### config.mk
export PLATFORM = sky130hd
export DESIGN_NAME = mipsPipeline
export DESIGN_NICKNAME = d
export VERILOG_FILES = /design/src/logic/mipsPkg.sv /design/src/logic/pipeBuses.sv /design/src/logic/fetchStage.sv /design/src/logic/registerFile.sv /design/src/logic/decodeStage.sv /design/src/logic/executeStage.sv /design/src/logic/memoryStage.sv /design/src/logic/mipsPipeline.sv
export VERILOG_INCLUDE_DIRS = /design/src /design/src/logic
export SDC_FILE = /design/constraint.sdc
export NUM_CORES = 2
export LEC_CHECK = 0
export BUFFER_PORTS_ARGS = -buffer_cell sky130_fd_sc_hd__buf_2
export CORE_MARGIN = 5
export CORE_UTILIZATION = 30
export DETAILED_ROUTE_END_ITERATION = 10
export PLACE_DENSITY = 0.46
export SYNTH_ARGS = -nofsm -noshare
export SYNTH_HDL_FRONTEND = slang
export SYNTH_SLANG_ARGS = --single-unit
### constraint.sdc
create_clock -name clk -period 10.7 [get_ports clk]
set_input_delay 0.535 -clock clk [delete_from_list [all_inputs] [get_ports clk]]
set_output_delay 0.535 -clock clk [all_outputs]
set_load 0.02 [all_outputs]
### src/logic/mips_settings.svh
`ifndef MIPS_SETTINGS_SVH
`define MIPS_SETTINGS_SVH

// Data and PC width
`define MIPS_XLEN 32

// Architectural registers and the index width they need
`define MIPS_REG_COUNT 32
`define MIPS_REG_BITS $clog2(`MIPS_REG_COUNT)

// Cache word address width
`define MIPS_WADDR_BITS 30

`define MIPS_RESET_PC 32'h0000_0000

`endif

### src/logic/mipsPkg.sv
package mipsPkg;

    // Primary opcodes of the supported subset
    typedef enum logic [5:0] {
        opRType = 6'h00,
        opJ     = 6'h02,
        opBeq   = 6'h04,
        opAddi  = 6'h08,
        opLw    = 6'h23,
        opSw    = 6'h2b
    } opcode_t;

    // R-type function codes
    typedef enum logic [5:0] {
        fnAdd = 6'h20,
        fnSub = 6'h22,
        fnAnd = 6'h24,
        fnOr  = 6'h25,
        fnSlt = 6'h2a
    } funct_t;

    typedef enum logic [2:0] {
        aluAdd,
        aluSub,
        aluAnd,
        aluOr,
        aluSlt
    } aluOp_t;

    // All zero means bubble
    typedef struct packed {
        logic regDst;
        logic aluSrc;
        logic branch;
        logic memRead;
        logic memWrite;
        logic memToReg;
        logic regWrite;
        logic spare;
    } ctrlWord_t;

endpackage

### src/logic/pipeBuses.sv
`timescale 1ns/100ps
`include "mips_settings.svh"

interface fetchDecodeBus;
    logic [`MIPS_XLEN-1:0] pcPlus4;
    logic [`MIPS_XLEN-1:0] instruction;
    // Feedback from decode
    logic                  hold;
    logic                  jumpTaken;
    logic [`MIPS_XLEN-1:0] jumpTarget;

    modport fetch (output pcPlus4, instruction, input hold, jumpTaken, jumpTarget);
    modport decode (input pcPlus4, instruction, output hold, jumpTaken, jumpTarget);
endinterface

interface decodeExecuteBus;
    mipsPkg::ctrlWord_t        ctrl;
    mipsPkg::aluOp_t           aluOp;
    logic [`MIPS_XLEN-1:0]     readData1;
    logic [`MIPS_XLEN-1:0]     readData2;
    logic [`MIPS_XLEN-1:0]     imm;
    logic [`MIPS_XLEN-1:0]     pcPlus4;
    logic [`MIPS_REG_BITS-1:0] rs;
    logic [`MIPS_REG_BITS-1:0] rt;
    logic [`MIPS_REG_BITS-1:0] rd;

    modport producer (output ctrl, aluOp, readData1, readData2, imm, pcPlus4, rs, rt, rd);
    modport consumer (input ctrl, aluOp, readData1, readData2, imm, pcPlus4, rs, rt, rd);
endinterface

interface executeMemoryBus;
    mipsPkg::ctrlWord_t        ctrl;
    logic [`MIPS_XLEN-1:0]     aluResult;
    logic                      zero;
    logic [`MIPS_XLEN-1:0]     branchTarget;
    logic [`MIPS_XLEN-1:0]     storeData;
    // rt of a store, kept for late forwarding
    logic [`MIPS_REG_BITS-1:0] storeReg;
    logic [`MIPS_REG_BITS-1:0] writeReg;

    modport producer (
        output ctrl, aluResult, zero, branchTarget, storeData, storeReg, writeReg
    );
    modport consumer (
        input ctrl, aluResult, zero, branchTarget, storeData, storeReg, writeReg
    );
endinterface

### src/logic/fetchStage.sv
`timescale 1ns/100ps
`include "mips_settings.svh"

module fetchStage (
    input  logic                        clk,
    input  logic                        rst_n,
    input  logic                        freeze,
    input  logic                        branchTaken,
    input  logic [`MIPS_XLEN-1:0]       branchTarget,
    output logic [`MIPS_WADDR_BITS-1:0] icacheAddr,
    input  logic [`MIPS_XLEN-1:0]       icacheRdata,
    fetchDecodeBus.fetch                fd
);

    logic [`MIPS_XLEN-1:0] pc;
    logic [`MIPS_XLEN-1:0] pcPlus4;
    logic [`MIPS_XLEN-1:0] nextPc;
    logic                  redirect;

    assign pcPlus4    = pc + 4;
    assign redirect   = branchTaken || fd.jumpTaken;
    assign icacheAddr = pc[`MIPS_XLEN-1 -: `MIPS_WADDR_BITS];

    // Branch from memory is older than a jump in decode, so it wins
    always_comb begin
        if (branchTaken) begin
            nextPc = branchTarget;
        end else if (fd.jumpTaken) begin
            nextPc = fd.jumpTarget;
        end else begin
            nextPc = pcPlus4;
        end
    end

    always_ff @(posedge clk) begin
        if (!rst_n) begin
            pc <= `MIPS_RESET_PC;
        end else if (!freeze && (redirect || !fd.hold)) begin
            pc <= nextPc;
        end
    end

    // Fetch/decode register, cleared instruction decodes as a bubble
    always_ff @(posedge clk) begin
        if (!rst_n) begin
            fd.instruction <= '0;
        end else if (!freeze) begin
            if (redirect) begin
                fd.instruction <= '0;
            end else if (!fd.hold) begin
                fd.instruction <= icacheRdata;
            end
        end
    end

    always_ff @(posedge clk) begin
        if (!freeze && !fd.hold) begin
            fd.pcPlus4 <= pcPlus4;
        end
    end

endmodule

### src/logic/registerFile.sv
`timescale 1ns/100ps
`include "mips_settings.svh"

module registerFile (
    input  logic                      clk,
    input  logic                      rst_n,
    input  logic [`MIPS_REG_BITS-1:0] readReg1,
    input  logic [`MIPS_REG_BITS-1:0] readReg2,
    input  logic                      writeEnable,
    input  logic [`MIPS_REG_BITS-1:0] writeReg,
    input  logic [`MIPS_XLEN-1:0]     writeData,
    output logic [`MIPS_XLEN-1:0]     readData1,
    output logic [`MIPS_XLEN-1:0]     readData2
);

    logic [`MIPS_XLEN-1:0] regs [`MIPS_REG_COUNT];
    logic                  writeValid;

    // Register zero is never written so it keeps its reset value
    assign writeValid = writeEnable && (writeReg != '0);

    always_ff @(posedge clk) begin
        if (!rst_n) begin
            for (int i = 0; i < `MIPS_REG_COUNT; i++) begin
                regs[i] <= '0;
            end
        end else if (writeValid) begin
            regs[writeReg] <= writeData;
        end
    end

    // Write-through so decode sees the value retiring this cycle
    assign readData1 = (writeValid && writeReg == readReg1) ? writeData : regs[readReg1];
    assign readData2 = (writeValid && writeReg == readReg2) ? writeData : regs[readReg2];

endmodule

### src/logic/decodeStage.sv
`timescale 1ns/100ps
`include "mips_settings.svh"

module decodeStage (
    input  logic                      clk,
    input  logic                      rst_n,
    input  logic                      freeze,
    input  logic                      branchTaken,
    fetchDecodeBus.decode             fd,
    decodeExecuteBus.producer         de,
    input  logic                      wbRegWrite,
    input  logic [`MIPS_REG_BITS-1:0] wbWriteReg,
    input  logic [`MIPS_XLEN-1:0]     wbWriteData
);

    mipsPkg::opcode_t          opcode;
    mipsPkg::funct_t           funct;
    mipsPkg::ctrlWord_t        ctrl;
    mipsPkg::aluOp_t           aluOp;
    logic [`MIPS_REG_BITS-1:0] rs;
    logic [`MIPS_REG_BITS-1:0] rt;
    logic [`MIPS_REG_BITS-1:0] rd;
    logic [`MIPS_XLEN-1:0]     imm;
    logic [`MIPS_XLEN-1:0]     readData1;
    logic [`MIPS_XLEN-1:0]     readData2;
    logic                      isJump;
    logic                      usesRs;
    logic                      usesRt;
    logic                      loadUse;

    assign opcode = mipsPkg::opcode_t'(fd.instruction[31:26]);
    assign funct  = mipsPkg::funct_t'(fd.instruction[5:0]);
    assign rs     = fd.instruction[25:21];
    assign rt     = fd.instruction[20:16];
    assign rd     = fd.instruction[15:11];
    assign imm    = {{(`MIPS_XLEN-16){fd.instruction[15]}}, fd.instruction[15:0]};

    // Jump resolves here
    assign fd.jumpTaken  = isJump;
    assign fd.jumpTarget = {fd.pcPlus4[`MIPS_XLEN-1 -: 4], fd.instruction[25:0], 2'b00};

    always_comb begin
        ctrl   = '0;
        aluOp  = mipsPkg::aluAdd;
        isJump = 1'b0;
        usesRs = 1'b0;
        usesRt = 1'b0;
        case (opcode)
            mipsPkg::opRType: begin
                ctrl.regDst   = 1'b1;
                ctrl.regWrite = 1'b1;
                usesRs        = 1'b1;
                usesRt        = 1'b1;
                case (funct)
                    mipsPkg::fnAdd: aluOp = mipsPkg::aluAdd;
                    mipsPkg::fnSub: aluOp = mipsPkg::aluSub;
                    mipsPkg::fnAnd: aluOp = mipsPkg::aluAnd;
                    mipsPkg::fnOr:  aluOp = mipsPkg::aluOr;
                    mipsPkg::fnSlt: aluOp = mipsPkg::aluSlt;
                    default: begin
                        ctrl   = '0;
                        usesRs = 1'b0;
                        usesRt = 1'b0;
                    end
                endcase
            end
            mipsPkg::opAddi: begin
                ctrl.aluSrc   = 1'b1;
                ctrl.regWrite = 1'b1;
                usesRs        = 1'b1;
            end
            mipsPkg::opLw: begin
                ctrl.aluSrc   = 1'b1;
                ctrl.memRead  = 1'b1;
                ctrl.memToReg = 1'b1;
                ctrl.regWrite = 1'b1;
                usesRs        = 1'b1;
            end
            mipsPkg::opSw: begin
                ctrl.aluSrc   = 1'b1;
                ctrl.memWrite = 1'b1;
                usesRs        = 1'b1;
                usesRt        = 1'b1;
            end
            mipsPkg::opBeq: begin
                ctrl.branch = 1'b1;
                aluOp       = mipsPkg::aluSub;
                usesRs      = 1'b1;
                usesRt      = 1'b1;
            end
            mipsPkg::opJ: begin
                isJump = 1'b1;
            end
            default: begin
                ctrl = '0;
            end
        endcase
    end

    // Load in execute feeding this instruction needs one bubble
    assign loadUse = de.ctrl.memRead &&
                     ((usesRs && rs == de.rt) || (usesRt && rt == de.rt));
    assign fd.hold = loadUse;

    registerFile regFile (
        .clk         (clk),
        .rst_n       (rst_n),
        .readReg1    (rs),
        .readReg2    (rt),
        .writeEnable (wbRegWrite && !freeze),
        .writeReg    (wbWriteReg),
        .writeData   (wbWriteData),
        .readData1   (readData1),
        .readData2   (readData2)
    );

    always_ff @(posedge clk) begin
        if (!rst_n) begin
            de.ctrl <= '0;
        end else if (!freeze) begin
            if (branchTaken || loadUse) begin
                de.ctrl <= '0;
            end else begin
                de.ctrl <= ctrl;
            end
        end
    end

    always_ff @(posedge clk) begin
        if (!freeze) begin
            de.aluOp     <= aluOp;
            de.readData1 <= readData1;
            de.readData2 <= readData2;
            de.imm       <= imm;
            de.pcPlus4   <= fd.pcPlus4;
            de.rs        <= rs;
            de.rt        <= rt;
            de.rd        <= rd;
        end
    end

endmodule

### src/logic/executeStage.sv
`timescale 1ns/100ps
`include "mips_settings.svh"

module executeStage (
    input  logic                      clk,
    input  logic                      rst_n,
    input  logic                      freeze,
    input  logic                      branchTaken,
    decodeExecuteBus.consumer         de,
    executeMemoryBus.producer         em,
    input  logic                      wbRegWrite,
    input  logic [`MIPS_REG_BITS-1:0] wbWriteReg,
    input  logic [`MIPS_XLEN-1:0]     wbWriteData
);

    logic [`MIPS_XLEN-1:0]     srcA;
    logic [`MIPS_XLEN-1:0]     srcB;
    logic [`MIPS_XLEN-1:0]     opB;
    logic [`MIPS_XLEN-1:0]     aluResult;
    logic [`MIPS_XLEN-1:0]     branchTarget;
    logic                      zero;
    logic [`MIPS_REG_BITS-1:0] destReg;

    // Newest producer first: memory stage, then writeback
    function automatic logic [`MIPS_XLEN-1:0] forward(
        input logic [`MIPS_REG_BITS-1:0] src,
        input logic [`MIPS_XLEN-1:0]     regValue
    );
        if (em.ctrl.regWrite && em.writeReg != '0 && em.writeReg == src) begin
            return em.aluResult;
        end else if (wbRegWrite && wbWriteReg != '0 && wbWriteReg == src) begin
            return wbWriteData;
        end
        return regValue;
    endfunction

    always_comb begin
        srcA = forward(de.rs, de.readData1);
        srcB = forward(de.rt, de.readData2);
    end

    assign opB = de.ctrl.aluSrc ? de.imm : srcB;

    always_comb begin
        case (de.aluOp)
            mipsPkg::aluAdd: aluResult = srcA + opB;
            mipsPkg::aluSub: aluResult = srcA - opB;
            mipsPkg::aluAnd: aluResult = srcA & opB;
            mipsPkg::aluOr:  aluResult = srcA | opB;
            mipsPkg::aluSlt: aluResult = {{(`MIPS_XLEN-1){1'b0}}, $signed(srcA) < $signed(opB)};
            default:         aluResult = '0;
        endcase
    end

    assign zero         = (aluResult == '0);
    assign branchTarget = de.pcPlus4 + {de.imm[`MIPS_XLEN-3:0], 2'b00};
    assign destReg      = de.ctrl.regDst ? de.rd : de.rt;

    always_ff @(posedge clk) begin
        if (!rst_n) begin
            em.ctrl <= '0;
        end else if (!freeze) begin
            if (branchTaken) begin
                em.ctrl <= '0;
            end else begin
                em.ctrl <= de.ctrl;
            end
        end
    end

    always_ff @(posedge clk) begin
        if (!freeze) begin
            em.aluResult    <= aluResult;
            em.zero         <= zero;
            em.branchTarget <= branchTarget;
            em.storeData    <= srcB;
            em.storeReg     <= de.rt;
            em.writeReg     <= destReg;
        end
    end

endmodule

### src/logic/memoryStage.sv
`timescale 1ns/100ps
`include "mips_settings.svh"

module memoryStage (
    input  logic                        clk,
    input  logic                        rst_n,
    input  logic                        freeze,
    executeMemoryBus.consumer           em,
    output logic                        dcacheRen,
    output logic                        dcacheWen,
    output logic [`MIPS_WADDR_BITS-1:0] dcacheAddr,
    output logic [`MIPS_XLEN-1:0]       dcacheWdata,
    input  logic [`MIPS_XLEN-1:0]       dcacheRdata,
    output logic                        branchTaken,
    output logic [`MIPS_XLEN-1:0]       branchTarget,
    output logic                        regWrite,
    output logic [`MIPS_REG_BITS-1:0]   writeReg,
    output logic [`MIPS_XLEN-1:0]       writeData
);

    logic                  memToReg;
    logic [`MIPS_XLEN-1:0] loadData;
    logic [`MIPS_XLEN-1:0] aluResult;
    logic                  storeFwd;

    assign branchTaken  = em.ctrl.branch && em.zero;
    assign branchTarget = em.branchTarget;

    assign dcacheRen  = em.ctrl.memRead;
    assign dcacheWen  = em.ctrl.memWrite;
    assign dcacheAddr = em.aluResult[`MIPS_XLEN-1 -: `MIPS_WADDR_BITS];

    // Store rt still being retired by the instruction just ahead
    assign storeFwd    = regWrite && writeReg != '0 && writeReg == em.storeReg;
    assign dcacheWdata = storeFwd ? writeData : em.storeData;

    // A taken branch leaves as a bubble
    always_ff @(posedge clk) begin
        if (!rst_n) begin
            regWrite <= 1'b0;
            memToReg <= 1'b0;
        end else if (!freeze) begin
            regWrite <= em.ctrl.regWrite && !branchTaken;
            memToReg <= em.ctrl.memToReg && !branchTaken;
        end
    end

    always_ff @(posedge clk) begin
        if (!freeze) begin
            writeReg  <= em.writeReg;
            loadData  <= dcacheRdata;
            aluResult <= em.aluResult;
        end
    end

    assign writeData = memToReg ? loadData : aluResult;

endmodule

### src/logic/mipsPipeline.sv
`timescale 1ns/100ps
`include "mips_settings.svh"

module mipsPipeline (
    input  logic                        clk,
    input  logic                        rst_n,
    output logic [`MIPS_WADDR_BITS-1:0] icacheAddr,
    input  logic [`MIPS_XLEN-1:0]       icacheRdata,
    input  logic                        icacheStall,
    output logic                        dcacheRen,
    output logic                        dcacheWen,
    output logic [`MIPS_WADDR_BITS-1:0] dcacheAddr,
    output logic [`MIPS_XLEN-1:0]       dcacheWdata,
    input  logic [`MIPS_XLEN-1:0]       dcacheRdata,
    input  logic                        dcacheStall
);

    logic                      freeze;
    logic                      branchTaken;
    logic [`MIPS_XLEN-1:0]     branchTarget;
    logic                      wbRegWrite;
    logic [`MIPS_REG_BITS-1:0] wbWriteReg;
    logic [`MIPS_XLEN-1:0]     wbWriteData;

    fetchDecodeBus   fdBus ();
    decodeExecuteBus deBus ();
    executeMemoryBus emBus ();

    // Either cache stalling holds the whole pipe
    assign freeze = icacheStall || dcacheStall;

    fetchStage fetchUnit (
        .clk          (clk),
        .rst_n        (rst_n),
        .freeze       (freeze),
        .branchTaken  (branchTaken),
        .branchTarget (branchTarget),
        .icacheAddr   (icacheAddr),
        .icacheRdata  (icacheRdata),
        .fd           (fdBus)
    );

    decodeStage decodeUnit (
        .clk         (clk),
        .rst_n       (rst_n),
        .freeze      (freeze),
        .branchTaken (branchTaken),
        .fd          (fdBus),
        .de          (deBus),
        .wbRegWrite  (wbRegWrite),
        .wbWriteReg  (wbWriteReg),
        .wbWriteData (wbWriteData)
    );

    executeStage executeUnit (
        .clk         (clk),
        .rst_n       (rst_n),
        .freeze      (freeze),
        .branchTaken (branchTaken),
        .de          (deBus),
        .em          (emBus),
        .wbRegWrite  (wbRegWrite),
        .wbWriteReg  (wbWriteReg),
        .wbWriteData (wbWriteData)
    );

    // Memory access and writeback result
    memoryStage memoryUnit (
        .clk          (clk),
        .rst_n        (rst_n),
        .freeze       (freeze),
        .em           (emBus),
        .dcacheRen    (dcacheRen),
        .dcacheWen    (dcacheWen),
        .dcacheAddr   (dcacheAddr),
        .dcacheWdata  (dcacheWdata),
        .dcacheRdata  (dcacheRdata),
        .branchTaken  (branchTaken),
        .branchTarget (branchTarget),
        .regWrite     (wbRegWrite),
        .writeReg     (wbWriteReg),
        .writeData    (wbWriteData)
    );

endmodule

==> flow_summary.ini <==
[timing]
drv_slew = 0
layout_min_cycle_time_ns = 6.47
finalHoldViolCount = 0
relSlewSlack_pct = 15.3
clock.fmax_ghz = 0.155
finalClockSkew_ns = 0.0414
worst_slew_pin_slew_ns = 1.26
whs_ns = 0.0518
grt_setup_unrepaired = false
finalCritPeriodShare_pct = 60.5
final.setup.tns_ns = 0
finalSetupViolCount = 0

[logic_synthesis]
synth-seq-cells = 1435
yosysMostFrequentCell = edfxtp_1
synth_commonest_cells = edfxtp_1 (1351), nor2_1 (1179), mux4_2 (640), clkbuf_1 (412), nand2_1 (326)
postSynthCellCount = 5618
seq_area_frac_synth_pct = 56.1
synth_cell_type_count = 100
synth_area_per_cell_um2 = 13.4
netlist_area_um2 = 75300
synth_top_area_share_pct = 53.9
async_flop_share_pct = 0
synth_area_leader_cell = edfxtp_1
synth_edf_count = 1351
yosys_warnings = 0
synth-main-ff-cell = edfxtp_1
synth_area_leaders = edfxtp_1 (54%), mux4_2 (19%), nor2_1 (5.9%)

[detailed_routing]
routedWlPerCell_um = 30.6
ant_nets = 0
drc = 0
wl_um = 280000
vias_per_cell = 5.52
vias = 50400
drtIter0Drc = 5741
drtPass1Iterations = 6

[hold_path]
min_path_type = in -> reg
min-delay-start = icacheRdata[17]

[clocking]
clock_latency_ns = 0.84
cts_buffers = 163
cts_resized = 0
cts.sinks = 1435
cts_buffer_depth = 3
clkTransAtPathRegs_ns = 0.06
tritoncts = built
cts-root-buf = clkbuf_16
h-tree-depth = 4

[grt]
overflow = 0
grt_pass1_vias = 50200
grt_pass1_wl_um = 393000
globalRouteTotalUtil_pct = 20.9
grt_max_degree = 109
grt_antenna_before_repair = 12

[place]
dp_hpwl_um = 167000
gp_congestion = 0.892
io_buffers = 161
postPlaceCellArea_um2 = 80200

[finish]
ff_latch_area_um2 = 42300
n_fill_cell = 24200
post-route-util_pct = 34.4
synthToLayoutAreaGrowth_pct = 14.4
design_area_um2 = 86100
drive_gt1_share_pct = 23.4
final_nets = 5863
multi_input_area_um2 = 31300

[worst_setup_path]
rr_startpoint = memoryUnit.writeReg[3]
worstSetupPathType = reg -> reg
cp-startpoint = memoryUnit.writeReg[3]
end_kind = flip-flop
arrival_ns = 7.05
required_ns = 11.28
start_kind = flip-flop
cp_max_fo = 64

[pwr]
powerDensity_nw_per_um2 = 162
p_leak_nw = 29.8
power_mw = 13.9
irDropWorstVdd_uv = 171

[run]
cap_violations = 0

[floorplan]
dieWidth_um = 511
io_pins = 162
die_h_um = 511
rows = 184
coreArea_um2 = 251000
initial_core_util_pct = 30.0
dieArea_um2 = 261000

[status]
status = complete, no violations
area by class of cell:
cell class,instances,area share (%)
inverter,122,0.543
sequential,1435,49.1
multi-input combinational,3570,36.3
clock buffer,202,5.09
timing repair buffer,360,2.91
tap,3348,4.86
clock inverter,96,1.19
antenna,2,0.00581
flip-flops by register name (all words and copies together), names as in the netlist, 32 cells and up, named ones only:
register                  flops
decodeUnit.de.readData1      32
decodeUnit.de.readData2      32
decodeUnit.regFile.regs    1024
executeUnit.em.aluResult     32
executeUnit.em.storeData     32
fetchUnit.fd.instruction     32
memoryUnit.aluResult         32
memoryUnit.loadData          32
cell usage in the layout, fill, tap and decap left out, types with 138 or more instances in the layout:
| master | instances |
|---|---|
| buf_2 | 161 |
| nand2_1 | 263 |
| ha_1 | 140 |
| o21ai_0 | 172 |
| buf_4 | 138 |
| edfxtp_1 | 1351 |
| nor2_1 | 1179 |
| a21oi_1 | 229 |
| clkbuf_16 | 167 |
| mux4_2 | 640 |
routing by layer:
layer	vias to the layer above	routed length (um)	track usage [%]
met2	2392	132000	33.8
met3	425	22300	3.85
met5	-	0	0
met1	26300	115000	28.2
met4	0	10600	7.31
li1	21300	-	-
final timing paths:
path,end,slack (ns),cells after the start
worst min-delay path,fetchUnit.fd.instruction[17],0.05,3
worst max-delay path,executeUnit.em.zero,4.23,21
worst max register to register,executeUnit.em.zero,4.23,21
worst min register to register,decodeUnit.de.pcPlus4[15],0.40,0
through the flow:
stage	worst slack (ns)	cells
floorplan	1.88	5649
global placement	4.35	8779
detailed placement	4.30	8779
CTS	4.26	9133
global route	3.75	9134
finish	4.23	9135
power by group:
part	switching (mW)	internal (mW)
registers	0.167	6.38
clock network	2.46	3.29
logic	1.03	0.629
total	3.66	10.3
logic make-up (layout without fill, tap and decap cells):
kind of cell / after synthesis / count (layout) / share of synthesized area (%)
adders and majority gates: 143 / 143 / 2.41
other: 1 / 34 / 0.00498
AOI/OAI and AO/OA: 772 / 772 / 6.50
DFF: 1435 / 1435 / 56.1
muxes: 727 / 727 / 20.3
buffers and inverters: 644 / 780 / 3.49
and+or+nand+nor: 1780 / 1780 / 9.82
xor gates and xnor gates: 116 / 116 / 1.35
worst max-delay path, cell delays in order (launching register included):
cell and delay [ns]:
edfxtp_1 0.65, nor3_1 0.22, nand2_1 0.12, nand2_1 0.13
nor4_2 0.28, buf_4 0.55, nand2_1 0.09, o21ai_0 0.09
o21ai_0 0.13, mux2_2 0.34, ha_1 0.51, o211ai_1 0.18
a211o_1 0.28, a21oi_1 0.50, a21oi_1 0.30, a211oi_1 0.56
o21ai_0 0.24, and3_1 0.23, o32ai_1 0.43, nor3_1 0.15
nand4_1 0.15, nor3b_2 0.06
what timing repair did:
action	4_1_cts	5_1_grt
hold endpoints to repair	58	0
hold buffers	56	0
buffers inserted	0	0
Power figures use the tool's default switching activity.
